--- src/source/core_cfg.svh ---
//////////////////////////////////////////////////
// core configuration
// widths, reset pc and fixed encodings of the core
//////////////////////////////////////////////////

`ifndef CORE_CFG_SVH
`define CORE_CFG_SVH

`define CORE_XLEN         32
`define CORE_REG_COUNT    32
`define CORE_REG_IDX_BITS 5

`define CORE_RESET_PC     32'h0000_0000
`define CORE_NOP          32'h0000_0013 // addi x0, x0, 0
`define CORE_ZERO_REG     5'd0

`endif

--- src/source/core_pkg.sv ---
//////////////////////////////////////////////////
// core types
// opcodes, alu ops, error status and the packets
// passed between pipeline stages
//////////////////////////////////////////////////

`include "core_cfg.svh"

package core_pkg;

	typedef logic [`CORE_XLEN-1:0]         word_t;
	typedef logic [`CORE_REG_IDX_BITS-1:0] reg_idx_t;

	// major opcodes of the supported subset
	typedef enum logic [6:0] {
		OP_REG    = 7'b0110011,
		OP_IMM    = 7'b0010011,
		OP_LUI    = 7'b0110111,
		OP_BRANCH = 7'b1100011,
		OP_JAL    = 7'b1101111,
		OP_SYSTEM = 7'b1110011
	} opcode_t;

	typedef enum logic [2:0] {
		ALU_ADD = 3'd0, // zero value doubles as the bubble op
		ALU_SUB = 3'd1,
		ALU_AND = 3'd2,
		ALU_OR  = 3'd3,
		ALU_XOR = 3'd4,
		ALU_SLT = 3'd5
	} alu_op_t;

	typedef enum logic [1:0] {
		NO_ERROR      = 2'd0,
		ILLEGAL_INST  = 2'd1,
		HALTED_ON_WFI = 2'd2
	} error_status_t;

	////////////////////////////////////////////////// 
	// pipeline packets
	//////////////////////////////////////////////////

	typedef struct packed {
		word_t       pc;
		word_t       npc;
		logic [31:0] inst;
		logic        valid;
	} fetch_packet_t;

	typedef struct packed {
		word_t    pc;
		word_t    npc;
		word_t    rs1_value;
		word_t    rs2_value;
		word_t    imm;
		reg_idx_t rs1_idx;
		reg_idx_t rs2_idx;
		reg_idx_t dest_idx;
		alu_op_t  alu_op;
		logic     opb_is_imm;
		logic     opa_is_zero;     // lui
		logic     is_cond_branch;
		logic     branch_on_equal; // beq, else bne
		logic     is_jal;
		logic     writes_reg;
		logic     halt;
		logic     illegal;
		logic     valid;
	} decode_packet_t;

	typedef struct packed {
		word_t    npc;
		word_t    result;
		reg_idx_t dest_idx;
		logic     writes_reg;
		logic     halt;
		logic     illegal;
		logic     valid;
	} execute_packet_t;

endpackage

--- src/source/fetch_stage.sv ---
//////////////////////////////////////////////////
// fetch stage
// pc register, instruction port and IF/ID register
//////////////////////////////////////////////////

`include "core_cfg.svh"

module fetch_stage (
	input  logic                   clock,
	input  logic                   reset,
	input  logic                   take_branch,
	input  core_pkg::word_t        target_pc,
	input  core_pkg::word_t        instr_data,
	output core_pkg::word_t        instr_addr,
	output core_pkg::fetch_packet_t if_id
);

	core_pkg::word_t pc;
	core_pkg::word_t seq_pc;

	assign seq_pc     = pc + core_pkg::word_t'(4);
	assign instr_addr = pc; // port answers in the same cycle

	always_ff @(posedge clock) begin
		if (!reset) begin
			pc <= `CORE_RESET_PC;
		end else if (take_branch) begin
			pc <= target_pc; // redirect from EX/MEM
		end else begin
			pc <= seq_pc;
		end
	end

	// IF/ID register
	always_ff @(posedge clock) begin
		if (!reset || take_branch) begin
			if_id <= '{pc: '0, npc: '0, inst: `CORE_NOP, valid: 1'b0};
		end else begin
			if_id <= '{pc: pc, npc: seq_pc, inst: instr_data, valid: 1'b1};
		end
	end

endmodule

--- src/source/register_file.sv ---
//////////////////////////////////////////////////
// register file
// two reads, one write, x0 tied to zero
//////////////////////////////////////////////////

`include "core_cfg.svh"

module register_file (
	input  logic              clock,
	input  logic              reset,
	input  core_pkg::reg_idx_t rs1_idx,
	input  core_pkg::reg_idx_t rs2_idx,
	output core_pkg::word_t    rs1_value,
	output core_pkg::word_t    rs2_value,
	input  logic              wr_en,
	input  core_pkg::reg_idx_t wr_idx,
	input  core_pkg::word_t    wr_data
);

	core_pkg::word_t regs [`CORE_REG_COUNT];

	always_ff @(posedge clock) begin
		if (!reset) begin
			for (int i = 0; i < `CORE_REG_COUNT; i++) begin
				regs[i] <= '0;
			end
		end else if (wr_en && (wr_idx != `CORE_ZERO_REG)) begin
			regs[wr_idx] <= wr_data;
		end
	end

	// write-through so a reader three slots behind sees the new value
	always_comb begin
		if (rs1_idx == `CORE_ZERO_REG)                rs1_value = '0;
		else if (wr_en && (wr_idx == rs1_idx))        rs1_value = wr_data;
		else                                          rs1_value = regs[rs1_idx];

		if (rs2_idx == `CORE_ZERO_REG)                rs2_value = '0;
		else if (wr_en && (wr_idx == rs2_idx))        rs2_value = wr_data;
		else                                          rs2_value = regs[rs2_idx];
	end

endmodule

--- src/source/decode_stage.sv ---
//////////////////////////////////////////////////
// decode stage
// decoder, immediates, register read and the
// ID/EX register
//////////////////////////////////////////////////

module decode_stage (
	input  logic                     clock,
	input  logic                     reset,
	input  core_pkg::fetch_packet_t  if_id,
	input  logic                     take_branch,
	input  logic                     wb_wr_en,
	input  core_pkg::reg_idx_t       wb_wr_idx,
	input  core_pkg::word_t          wb_wr_data,
	output core_pkg::decode_packet_t id_ex
);

	localparam logic [31:0] wfi_word = 32'h1050_0073;

	core_pkg::decode_packet_t id_packet;
	core_pkg::opcode_t        opcode;
	logic [2:0]               funct3;
	logic [6:0]               funct7;
	core_pkg::word_t          imm_i, imm_u, imm_b, imm_j;
	core_pkg::word_t          rs1_value, rs2_value;

	assign opcode = core_pkg::opcode_t'(if_id.inst[6:0]);
	assign funct3 = if_id.inst[14:12];
	assign funct7 = if_id.inst[31:25];

	assign imm_i = {{20{if_id.inst[31]}}, if_id.inst[31:20]};
	assign imm_u = {if_id.inst[31:12], 12'b0};
	assign imm_b = {{19{if_id.inst[31]}}, if_id.inst[31], if_id.inst[7],
			if_id.inst[30:25], if_id.inst[11:8], 1'b0};
	assign imm_j = {{11{if_id.inst[31]}}, if_id.inst[31], if_id.inst[19:12],
			if_id.inst[20], if_id.inst[30:21], 1'b0};

	register_file register_file_inst (
		.clock     (clock),
		.reset     (reset),
		.rs1_idx   (if_id.inst[19:15]),
		.rs2_idx   (if_id.inst[24:20]),
		.rs1_value (rs1_value),
		.rs2_value (rs2_value),
		.wr_en     (wb_wr_en),
		.wr_idx    (wb_wr_idx),
		.wr_data   (wb_wr_data)
	);

	//////////////////////////////////////////////////
	// decoder
	//////////////////////////////////////////////////

	always_comb begin
		id_packet.pc              = if_id.pc;
		id_packet.npc             = if_id.npc;
		id_packet.rs1_value       = rs1_value;
		id_packet.rs2_value       = rs2_value;
		id_packet.rs1_idx         = if_id.inst[19:15];
		id_packet.rs2_idx         = if_id.inst[24:20];
		id_packet.dest_idx        = if_id.inst[11:7];
		id_packet.imm             = imm_i;
		id_packet.alu_op          = core_pkg::ALU_ADD;
		id_packet.opb_is_imm      = 1'b0;
		id_packet.opa_is_zero     = 1'b0;
		id_packet.is_cond_branch  = 1'b0;
		id_packet.branch_on_equal = 1'b0;
		id_packet.is_jal          = 1'b0;
		id_packet.writes_reg      = 1'b0;
		id_packet.halt            = 1'b0;
		id_packet.illegal         = 1'b0;
		id_packet.valid           = if_id.valid;

		case (opcode)
			core_pkg::OP_REG: begin
				id_packet.writes_reg = 1'b1;
				case ({funct7, funct3})
					{7'b0000000, 3'b000}: id_packet.alu_op = core_pkg::ALU_ADD;
					{7'b0100000, 3'b000}: id_packet.alu_op = core_pkg::ALU_SUB;
					{7'b0000000, 3'b111}: id_packet.alu_op = core_pkg::ALU_AND;
					{7'b0000000, 3'b110}: id_packet.alu_op = core_pkg::ALU_OR;
					{7'b0000000, 3'b100}: id_packet.alu_op = core_pkg::ALU_XOR;
					{7'b0000000, 3'b010}: id_packet.alu_op = core_pkg::ALU_SLT;
					default:              id_packet.illegal = 1'b1;
				endcase
			end
			core_pkg::OP_IMM: begin // addi only
				id_packet.opb_is_imm = 1'b1;
				id_packet.writes_reg = 1'b1;
				id_packet.illegal    = (funct3 != 3'b000);
			end
			core_pkg::OP_LUI: begin
				id_packet.imm         = imm_u;
				id_packet.opa_is_zero = 1'b1; // 0 + imm
				id_packet.opb_is_imm  = 1'b1;
				id_packet.writes_reg  = 1'b1;
			end
			core_pkg::OP_BRANCH: begin
				id_packet.imm             = imm_b;
				id_packet.is_cond_branch  = 1'b1;
				id_packet.branch_on_equal = (funct3 == 3'b000);
				id_packet.illegal         = (funct3[2:1] != 2'b00);
			end
			core_pkg::OP_JAL: begin
				id_packet.imm        = imm_j;
				id_packet.is_jal     = 1'b1;
				id_packet.writes_reg = 1'b1; // link value is npc
			end
			core_pkg::OP_SYSTEM: begin
				id_packet.halt    = (if_id.inst == wfi_word);
				id_packet.illegal = (if_id.inst != wfi_word);
			end
			default: id_packet.illegal = 1'b1;
		endcase

		// an illegal word must not write or redirect
		if (id_packet.illegal) begin
			id_packet.writes_reg     = 1'b0;
			id_packet.is_cond_branch = 1'b0;
		end
		id_packet.writes_reg = id_packet.writes_reg && if_id.valid;
	end

	// ID/EX register
	always_ff @(posedge clock) begin
		if (!reset || take_branch) begin
			id_ex <= '0; // bubble
		end else begin
			id_ex <= id_packet;
		end
	end

endmodule

--- src/source/execute_stage.sv ---
//////////////////////////////////////////////////
// execute stage
// forwarding, alu, branch resolve and EX/MEM
//////////////////////////////////////////////////

`include "core_cfg.svh"

module execute_stage (
	input  logic                      clock,
	input  logic                      reset,
	input  core_pkg::decode_packet_t  id_ex,
	input  logic                      wb_wr_en,
	input  core_pkg::reg_idx_t        wb_wr_idx,
	input  core_pkg::word_t           wb_wr_data,
	output core_pkg::execute_packet_t ex_mem,
	output logic                      take_branch,
	output core_pkg::word_t           target_pc
);

	logic                      ex_hit_a, ex_hit_b;
	logic                      wb_hit_a, wb_hit_b;
	core_pkg::word_t           rs1_fwd, rs2_fwd;
	core_pkg::word_t           opa, opb;
	core_pkg::word_t           alu_result;
	core_pkg::word_t           branch_target;
	logic                      branch_taken;
	core_pkg::execute_packet_t ex_packet;

	//////////////////////////////////////////////////
	// operand forwarding, EX/MEM is younger than WB
	//////////////////////////////////////////////////

	assign ex_hit_a = ex_mem.writes_reg && (ex_mem.dest_idx != `CORE_ZERO_REG)
			&& (ex_mem.dest_idx == id_ex.rs1_idx);
	assign ex_hit_b = ex_mem.writes_reg && (ex_mem.dest_idx != `CORE_ZERO_REG)
			&& (ex_mem.dest_idx == id_ex.rs2_idx);
	assign wb_hit_a = wb_wr_en && (wb_wr_idx == id_ex.rs1_idx); // wr_en implies rd != 0
	assign wb_hit_b = wb_wr_en && (wb_wr_idx == id_ex.rs2_idx);

	assign rs1_fwd = ex_hit_a ? ex_mem.result : (wb_hit_a ? wb_wr_data : id_ex.rs1_value);
	assign rs2_fwd = ex_hit_b ? ex_mem.result : (wb_hit_b ? wb_wr_data : id_ex.rs2_value);

	assign opa = id_ex.opa_is_zero ? '0 : rs1_fwd;
	assign opb = id_ex.opb_is_imm ? id_ex.imm : rs2_fwd;

	always_comb begin
		case (id_ex.alu_op)
			core_pkg::ALU_SUB: alu_result = opa - opb;
			core_pkg::ALU_AND: alu_result = opa & opb;
			core_pkg::ALU_OR:  alu_result = opa | opb;
			core_pkg::ALU_XOR: alu_result = opa ^ opb;
			core_pkg::ALU_SLT: alu_result = core_pkg::word_t'($signed(opa) < $signed(opb));
			default:           alu_result = opa + opb;
		endcase
	end

	// beq/bne compare and jal, both relative to pc
	assign branch_target = id_ex.pc + id_ex.imm;
	assign branch_taken  = id_ex.valid && (id_ex.is_jal || (id_ex.is_cond_branch
			&& ((rs1_fwd == rs2_fwd) == id_ex.branch_on_equal)));

	always_comb begin
		ex_packet.npc        = id_ex.npc;
		ex_packet.result     = id_ex.is_jal ? id_ex.npc : alu_result; // link
		ex_packet.dest_idx   = id_ex.dest_idx;
		ex_packet.writes_reg = id_ex.writes_reg;
		ex_packet.halt       = id_ex.halt;
		ex_packet.illegal    = id_ex.illegal;
		ex_packet.valid      = id_ex.valid;
	end

	// EX/MEM register, redirect acts while the branch sits here
	always_ff @(posedge clock) begin
		if (!reset || take_branch) begin
			ex_mem      <= '0;
			take_branch <= 1'b0;
		end else begin
			ex_mem      <= ex_packet;
			take_branch <= branch_taken;
		end
	end

	always_ff @(posedge clock) begin
		target_pc <= branch_target; // only read with take_branch
	end

endmodule

--- src/source/retire_stage.sv ---
//////////////////////////////////////////////////
// retire stage
// MEM/WB register, writeback and error status
//////////////////////////////////////////////////

`include "core_cfg.svh"

module retire_stage (
	input  logic                      clock,
	input  logic                      reset,
	input  core_pkg::execute_packet_t ex_mem,
	output logic                      wb_wr_en,
	output core_pkg::reg_idx_t        wb_wr_idx,
	output core_pkg::word_t           wb_wr_data,
	output logic                      commit_valid,
	output core_pkg::word_t           commit_npc,
	output core_pkg::error_status_t   error_status
);

	core_pkg::execute_packet_t mem_wb;

	always_ff @(posedge clock) begin
		if (!reset) begin
			mem_wb       <= '0;
			error_status <= core_pkg::NO_ERROR;
		end else begin
			mem_wb <= ex_mem;
			// first offender wins, held until reset
			if ((error_status == core_pkg::NO_ERROR) && ex_mem.valid) begin
				if (ex_mem.illegal)
					error_status <= core_pkg::ILLEGAL_INST;
				else if (ex_mem.halt)
					error_status <= core_pkg::HALTED_ON_WFI;
			end
		end
	end

	// status already shows the offender while it sits in MEM/WB
	assign commit_valid = mem_wb.valid && (error_status == core_pkg::NO_ERROR);
	assign commit_npc   = mem_wb.npc;

	assign wb_wr_en   = commit_valid && mem_wb.writes_reg
			&& (mem_wb.dest_idx != `CORE_ZERO_REG);
	assign wb_wr_idx  = mem_wb.dest_idx;
	assign wb_wr_data = mem_wb.result;

endmodule

--- src/source/pipeline_core.sv ---
//////////////////////////////////////////////////
// pipeline core top
// five-stage in-order core, stages wired in order
//////////////////////////////////////////////////

module pipeline_core (
	input  logic                    clock,
	input  logic                    reset,
	input  core_pkg::word_t         instr_data,
	output core_pkg::word_t         instr_addr,
	output logic                    commit_valid,
	output logic                    commit_wr_en,
	output core_pkg::reg_idx_t      commit_wr_idx,
	output core_pkg::word_t         commit_wr_data,
	output core_pkg::word_t         commit_npc,
	output core_pkg::error_status_t error_status
);

	core_pkg::fetch_packet_t   if_id;
	core_pkg::decode_packet_t  id_ex;
	core_pkg::execute_packet_t ex_mem;
	logic                      take_branch;
	core_pkg::word_t           target_pc;

	fetch_stage fetch_stage_inst (
		.clock       (clock),
		.reset       (reset),
		.take_branch (take_branch),
		.target_pc   (target_pc),
		.instr_data  (instr_data),
		.instr_addr  (instr_addr),
		.if_id       (if_id)
	);

	// commit write signals also feed the register file and forwarding
	decode_stage decode_stage_inst (
		.clock       (clock),
		.reset       (reset),
		.if_id       (if_id),
		.take_branch (take_branch),
		.wb_wr_en    (commit_wr_en),
		.wb_wr_idx   (commit_wr_idx),
		.wb_wr_data  (commit_wr_data),
		.id_ex       (id_ex)
	);

	execute_stage execute_stage_inst (
		.clock       (clock),
		.reset       (reset),
		.id_ex       (id_ex),
		.wb_wr_en    (commit_wr_en),
		.wb_wr_idx   (commit_wr_idx),
		.wb_wr_data  (commit_wr_data),
		.ex_mem      (ex_mem),
		.take_branch (take_branch),
		.target_pc   (target_pc)
	);

	retire_stage retire_stage_inst (
		.clock        (clock),
		.reset        (reset),
		.ex_mem       (ex_mem),
		.wb_wr_en     (commit_wr_en),
		.wb_wr_idx    (commit_wr_idx),
		.wb_wr_data   (commit_wr_data),
		.commit_valid (commit_valid),
		.commit_npc   (commit_npc),
		.error_status (error_status)
	);

endmodule

--- config.mk ---
export PLATFORM = sky130hd
export DESIGN_NAME = pipeline_core
export DESIGN_NICKNAME = d
export VERILOG_FILES = /design/src/source/core_pkg.sv /design/src/source/fetch_stage.sv /design/src/source/register_file.sv /design/src/source/decode_stage.sv /design/src/source/execute_stage.sv /design/src/source/retire_stage.sv /design/src/source/pipeline_core.sv
export VERILOG_INCLUDE_DIRS = /design/src /design/src/source
export SDC_FILE = /design/constraint.sdc
export NUM_CORES = 2
export LEC_CHECK = 0
export ABC_AREA = 1
export BUFFER_PORTS_ARGS = -buffer_cell sky130_fd_sc_hd__buf_4
export CAP_MARGIN = 20
export CORE_AREA = 2 2 447 449
export CTS_BUF_LIST = sky130_fd_sc_hd__clkbuf_8
export DETAILED_ROUTE_END_ITERATION = 10
export DIE_AREA = 0 0 449 451
export SYNTH_ARGS = -nofsm -noshare
export SYNTH_HDL_FRONTEND = slang
export SYNTH_SLANG_ARGS = --single-unit
--- constraint.sdc ---
create_clock -name clock -period 4.5 [get_ports clock]
set_input_delay 0.9 -clock clock [delete_from_list [all_inputs] [get_ports clock]]
set_output_delay 0.9 -clock clock [all_outputs]
set_load 0.01 [all_outputs]
**Yosys cells after proc, flatten, opt, wreduce, memory -nomap -nowiden**

Memories as Yosys holds them, arrays and structs flattened. A register that Yosys moved wholly into a read port is not among the register bits.
Index checks and enable logic that the tools add are counted.

- Memories: 1
- Logic and storage cells: 139
- Bits in registers: 431
- Output and inout port bits: 105
- RAM bits: 1024
- Bits of input ports: 34

Memories:

| name | words | width | rd ports | clocked after memory_dff | write ports | RTL line | RTL |
|---|---|---|---|---|---|---|---|
| decode_stage_inst.register_file_inst.regs | 32 | 32 | 2 | 2 | 32 | register_file.sv:20 | `` core_pkg::word_t regs [`CORE_REG_COUNT]; `` |

- Mux-type cells: 29
- Reduce and logical (&&, ||, !) cells: 38
- Bitwise logic cells: 6
- Order comparisons: 1
- Add/subtract/negate cells: 4
- Equal/unequal tests: 24

Operators with widths:

| operator | number |
|---|---|
| 32-bit 2-to-1 mux | 9 |
| 32-bit one-hot mux with 5 select lines | 1 |
| 31-bit one-hot mux with 3 select lines | 1 |
| 32-bit adder | 2 |
| 32-bit by 3-bit adder with 32-bit output, second input constant | 1 |
| 32-bit AND | 1 |
| 32-bit by 29-bit == test with 1-bit output, second input constant | 1 |
| 32-bit == test | 1 |
| 32-bit less-than comparator | 1 |
| 32-bit by 29-bit inequality test with 1-bit output, second input constant | 1 |
| 32-bit OR | 1 |
| 32-bit OR reduction | 1 |
| 32-bit subtractor | 1 |
| 32-bit XOR | 1 |
| 10-bit by 3-bit == test with 1-bit output, second input constant | 3 |
| 7-bit == test, second input constant | 3 |
| 5-bit == test | 4 |
| 2-bit OR reduction | 8 |
| 3-bit one-hot mux with 5 select lines | 1 |
| 7-bit by 6-bit == test with 1-bit output, second input constant | 2 |
| 1-bit logical AND | 13 |
| 1-bit 2-to-1 mux | 12 |
| 10-bit by 2-bit == test with 1-bit output, second input constant | 1 |
| 10-bit by 9-bit == test with 1-bit output, second input constant | 1 |
| other kinds (21) | 31 |

**Longest topological paths before layout**

- Depth in word-level cells: 12
- Depth in mapped cells: 36
- Gate-level depth less buffers: 34

**By module**

From an unflattened synthesis, not the netlist that was laid out.

- Cell total of the unflattened synthesis: 11453
- Area total of the unflattened synthesis: 85405.7 µm²

By module, submodules not included:

| module | cells each | area each (µm²) | seq. area each (µm²) | instances |
|---|---|---|---|---|
| register_file | 7426 | 58700.0 | 30749.5 | 1 |
| execute_stage | 2511 | 13984.7 | 2122.0 | 1 |
| decode_stage | 655 | 5703.0 | 3743.6 | 1 |
| fetch_stage | 553 | 4366.7 | 2542.4 | 1 |
| retire_stage | 308 | 2651.3 | 1461.4 | 1 |

**Least setup slack after synthesis**

No wires, ideal clock.

- Path type: reg-to-reg
- Start point: register retire_stage_inst.mem_wb (netlist bit retire_stage_inst.wb_wr_idx[2])
- End point: register, netlist name execute_stage_inst.ex_mem[37]
- Data arrival time: 3.690 ns
- Required time: 4.386 ns
- Path buffers: 2
- Cell stages (with the launch flop): 32
- Path slack: 0.696 ns
- Library setup time: 0.114 ns
- Period minus slack after synthesis: 3.804 ns
- Cells stage by stage: dfxtp_1 > buf_4 > inv_2 > o21ai_0 > nor2_4 > nand3_4 > buf_2 > nand2_1 > nand3_1 > nand2_1 > inv_1 > nand2_1 > o21ai_0 > inv_1 > ha_1 > fa_1 > nand2_1 > nand2_1 > o21ai_0 > o21ai_0 > nand2_1 > o211ai_1 > nand2_1 > nand2_1 > a21oi_1 > o21ai_0 > nand2_1 > nand2_1 > nand2_1 > nand3_1 > nand3_1 > nand2_1

- Word-level cells in the longest chain between the ends: 9
- Elaborated cells on any way between the ends: 19
- Classes of those cells: add/sub (2); eq/ne (2); mux (8); bitwise (3); reduce/logical (4)

RTL lines:

| item | RTL line | RTL |
|---|---|---|
| start, declared | retire_stage.sv:20 | `core_pkg::execute_packet_t mem_wb;` |
| start signal, assigned | retire_stage.sv:27 | `mem_wb <= ex_mem;` |
| 5-bit nonzero test (no line) | n/a |  |
| 1-bit logical AND | retire_stage.sv:42 | `assign wb_wr_en = commit_valid && mem_wb.writes_reg` |
| 1-bit logical AND, on equally long branches | execute_stage.sv:37, execute_stage.sv:38 |  |
| 32-bit 2-to-1 mux, on equally long branches (2 in series) | execute_stage.sv:40, execute_stage.sv:41 |  |
| 32-bit 2-to-1 mux, on equally long branches | execute_stage.sv:43, execute_stage.sv:44 |  |
| 32-bit adder, or another cell as far along | execute_stage.sv:53 | `default: alu_result = opa + opb;` |
| 32-bit one-hot mux with 5 select lines * | execute_stage.sv:47 | `case (id_ex.alu_op)` |
| 32-bit 2-to-1 mux * | execute_stage.sv:64 | `ex_packet.result = id_ex.is_jal ? id_ex.npc : alu_result;` |

Every way passes the cells marked *; elsewhere a longest branch is shown, timed or not.
A chain may end at the register's enable or synchronous reset.

**Worst setup path in the final report**

- Start point: register, netlist name execute_stage_inst.ex_mem[5]
- End point: register, netlist name execute_stage_inst.ex_mem[27]

- Word-level cells in the longest chain between the ends: 8
- Elaborated cells on any way between the ends: 17
- Classes of those cells: add/sub (2); eq/ne (2); mux (6); bitwise (3); reduce/logical (4)

RTL lines:

| item | RTL line |
|---|---|
| 5-bit nonzero test (no line) | n/a |
| 1-bit logical AND | execute_stage.sv:33, execute_stage.sv:35 |
| 1-bit logical AND, on equally long branches | execute_stage.sv:33, execute_stage.sv:35 |
| 32-bit 2-to-1 mux, on equally long branches | execute_stage.sv:40, execute_stage.sv:41 |
| 32-bit 2-to-1 mux, on equally long branches | execute_stage.sv:43, execute_stage.sv:44 |
| 32-bit adder, or another cell as far along | execute_stage.sv:53 |
| 32-bit one-hot mux with 5 select lines * | execute_stage.sv:47 |
| 32-bit 2-to-1 mux * | execute_stage.sv:64 |

Marked as above.

==> results.ini <==
[worst_setup_path]
startpoint=execute_stage_inst.ex_mem[5]
end_kind=flop
cp.arrival_ps=5190
cpMaxStageDelayCell=fa_2
r2r_setup_slack_ps=230
r2r-start=execute_stage_inst.ex_mem[5]
cp.required_ps=5420
crit_path_max_incr_delay_ps=410
critPathMostFrequentCell=nand2_1
r2r_end=execute_stage_inst.ex_mem[27]
cp_max_fo=20
critPathCapture=execute_stage_inst.ex_mem[27]
crit_path_start_kind=flop
critPathKind=flop to flop
reg2reg_depth=29

[route]
postRouteAntennaNets=0
wirelength_um=334000
vias=73900
first_pass_iters=7
avgRoutedWirePerCell_um=26.7
drt_drc_violations_left=0
viasPerCell=5.89
drt-initial-drc-count=9883

[finish]
final_common_cell=nor2_1
fill_cells=19400
final_area_mm2=0.0896
mostFrequentLayoutCells=nor2_1, nand2_1, o21ai_0
layout-drive-gt1-share_pct=11.8
syn_to_final_growth_pct=14.0
nets=9869

[timing]
clock_skew_ps=78.4
maxSlewViolCount=0
timing.hold.ws_ps=99.1
setup_viol=0
hold_violations=0
timing_worst_slew_pin_value_ps=1190
worst_slack_ps=227
tns_ps=0
max_freq_mhz=234
period_share_pct=95.0
fin_crit_ps=4270
slew_headroom_pct=20.1

[clocking]
cts_tree=built
htreeDepth=5
cts-root-buf=clkbuf_8
clk_pin_slew_worst_paths_ps=60
cts_buffers=288
cts_sinks=1515
ctsLongestPathBuffers=4
clock_latency_ps=1080

[die]
ios=139
die_area_mm2=0.202
fp.dieW_um=449
initial_utilization_pct=39.6
core_area_mm2=0.198
rows=164
die_y_um=451

[place]
port_buffers=138
place_ws_ps=-97.2
place.gp.congestion=0.985
place_area_mm2=0.0840
dp.final_hpwl_um=214000

[hold_path]
hold_path.class=primary input to flop

[pwr]
power_w=0.0343
powerDensity_mw_per_mm2=383
total_leakage_power_nw=35.3
vdd_drop_max_mv=0.257

[global_route]
antenna_found_initial=19
first_global_vias=70700
grt_usage_pct=31.9
grt_overflow_total=0
grt_pass1_wl_um=478000
grt_max_degree=200

[synth]
syn_area_mm2=0.0786
syn_area_per_cell_um2=8.20
synth_edf_count=1024
async_flop_share_pct=0
yosysWarnings=0
ys_types=59
ys_seq_elements=1515
synth_seq_area_share_pct=51.6
synth_ff_type=edfxtp_1
synthCells=9586

[run]
maxCapViolCount=0

[outcome]
outcome=complete, no violations

==> sequential cells by signal (all words and copies together), names as in the netlist <==
signal,count
decode_stage_inst.register_file_inst.regs,1024
decode_stage_inst.id_ex,185
fetch_stage_inst.if_id,95
execute_stage_inst.ex_mem,73
execute_stage_inst.target_pc,32
fetch_stage_inst.instr_addr,32
retire_stage_inst.commit_npc,32
retire_stage_inst.wb_wr_data,32
retire_stage_inst.wb_wr_idx,5
retire_stage_inst.error_status,2
retire_stage_inst.mem_wb,2
execute_stage_inst.take_branch,1
==> layer usage <==
| layer | vias up | GRT usage (%) | wire, um |
|---|---|---|---|
| li1 | 32600 | - | - |
| met1 | 35300 | 40.9 | 128000 |
| met2 | 4885 | 48.4 | 145000 |
| met3 | 1102 | 7.74 | 38600 |
| met4 | 8 | 19.9 | 23300 |
| met5 | - | 0 | 48 |
==> critical path, delay by kind of cell, from the launching register on <==
| family | cells | cell delay [ps] |
|---|---|---|
| AO/OA/AOI/OAI | 7 | 800 |
| XOR/XNOR | 1 | 120 |
| adder cells (fa/ha/maj) | 1 | 410 |
| buffers and inverters | 8 | 1230 |
| flip-flops | 1 | 300 |
| AND/OR/NAND/NOR | 12 | 1280 |
==> layout make-up <==
type                            count  area [um2]  share of cell area, %
Sequential cell                  1515       40600                   45.3
Multi-Input combinational cell   6382       31700                   35.3
Timing Repair Buffer              618        5370                   5.99
Clock buffer                      323        4450                   4.96
Inverter                          899        3400                   3.80
Tap cell                         2656        3320                   3.71
Clock inverter                    145         778                  0.868
Antenna cell                        5        12.5                 0.0140
==> Yosys cell counts, types with 123 or more instances <==
| cell | count | area [um2] |
|---|---|---|
| a21oi_1 | 578 | 2890 |
| clkbuf_1 | 644 | 2420 |
| dfxtp_1 | 491 | 9830 |
| edfxtp_1 | 1024 | 30700 |
| ha_1 | 128 | 1600 |
| inv_1 | 881 | 3310 |
| nand2_1 | 1267 | 4760 |
| nand3_1 | 302 | 1510 |
| nand4_1 | 123 | 769 |
| nor2_1 | 1947 | 7310 |
| o211ai_1 | 199 | 1490 |
| o21ai_0 | 1099 | 5500 |
| o22ai_1 | 131 | 820 |
==> kinds of logic (layout without fill, tap and decap cells) <==
logic type      count (synthesis)  in the layout  share of synthesized area (%)
fa+ha+maj                     131            131                           2.11
flops                        1515           1515                           51.6
compound gates               2399           2399                           17.7
buf+inv                      1720           1985                           8.67
xor+xnor                       65             65                          0.724
other cells                     1             37                        0.00477
simple gates                 3755           3755                           19.2
==> worst min path at each step <==
stage	from	to	slack, ps	cells after the start
2_1_floorplan	execute_stage_inst.ex_mem[41]	retire_stage_inst.commit_npc[0]	390	2
3_3_place_gp	execute_stage_inst.ex_mem[42]	retire_stage_inst.commit_npc[1]	390	2
3_5_place_dp	decode_stage_inst.id_ex[15]	execute_stage_inst.ex_mem[7]	400	2
4_1_cts	instr_data[19]	fetch_stage_inst.if_id[20]	2	3
5_1_grt	instr_data[18]	fetch_stage_inst.if_id[19]	60	3
6_report	instr_data[18]	fetch_stage_inst.if_id[19]	100	3
==> through the flow <==
step                std cells  utilization [%]
finish                  12500             45.2
global route            12500             45.2
CTS                     12500             45.1
detailed placement      12100             42.4
global placement        12100             42.4
floorplan                9617                -
==> report_power, final <==
part           internal, W  switching (W)  total, W
logic              0.00166        0.00393   0.00559
clock network      0.00690        0.00606    0.0130
registers           0.0154       0.000394    0.0157
==> repair_timing <==
item	CTS	global route
gates resized for setup	2	72
hold buffers	8	0
buffers inserted	0	9
endpoints found under the setup margin	2	23
gates cloned	0	0
pin swaps	1	15
endpoints found under the hold margin	8	0
Power figures use the tool's default switching activity.
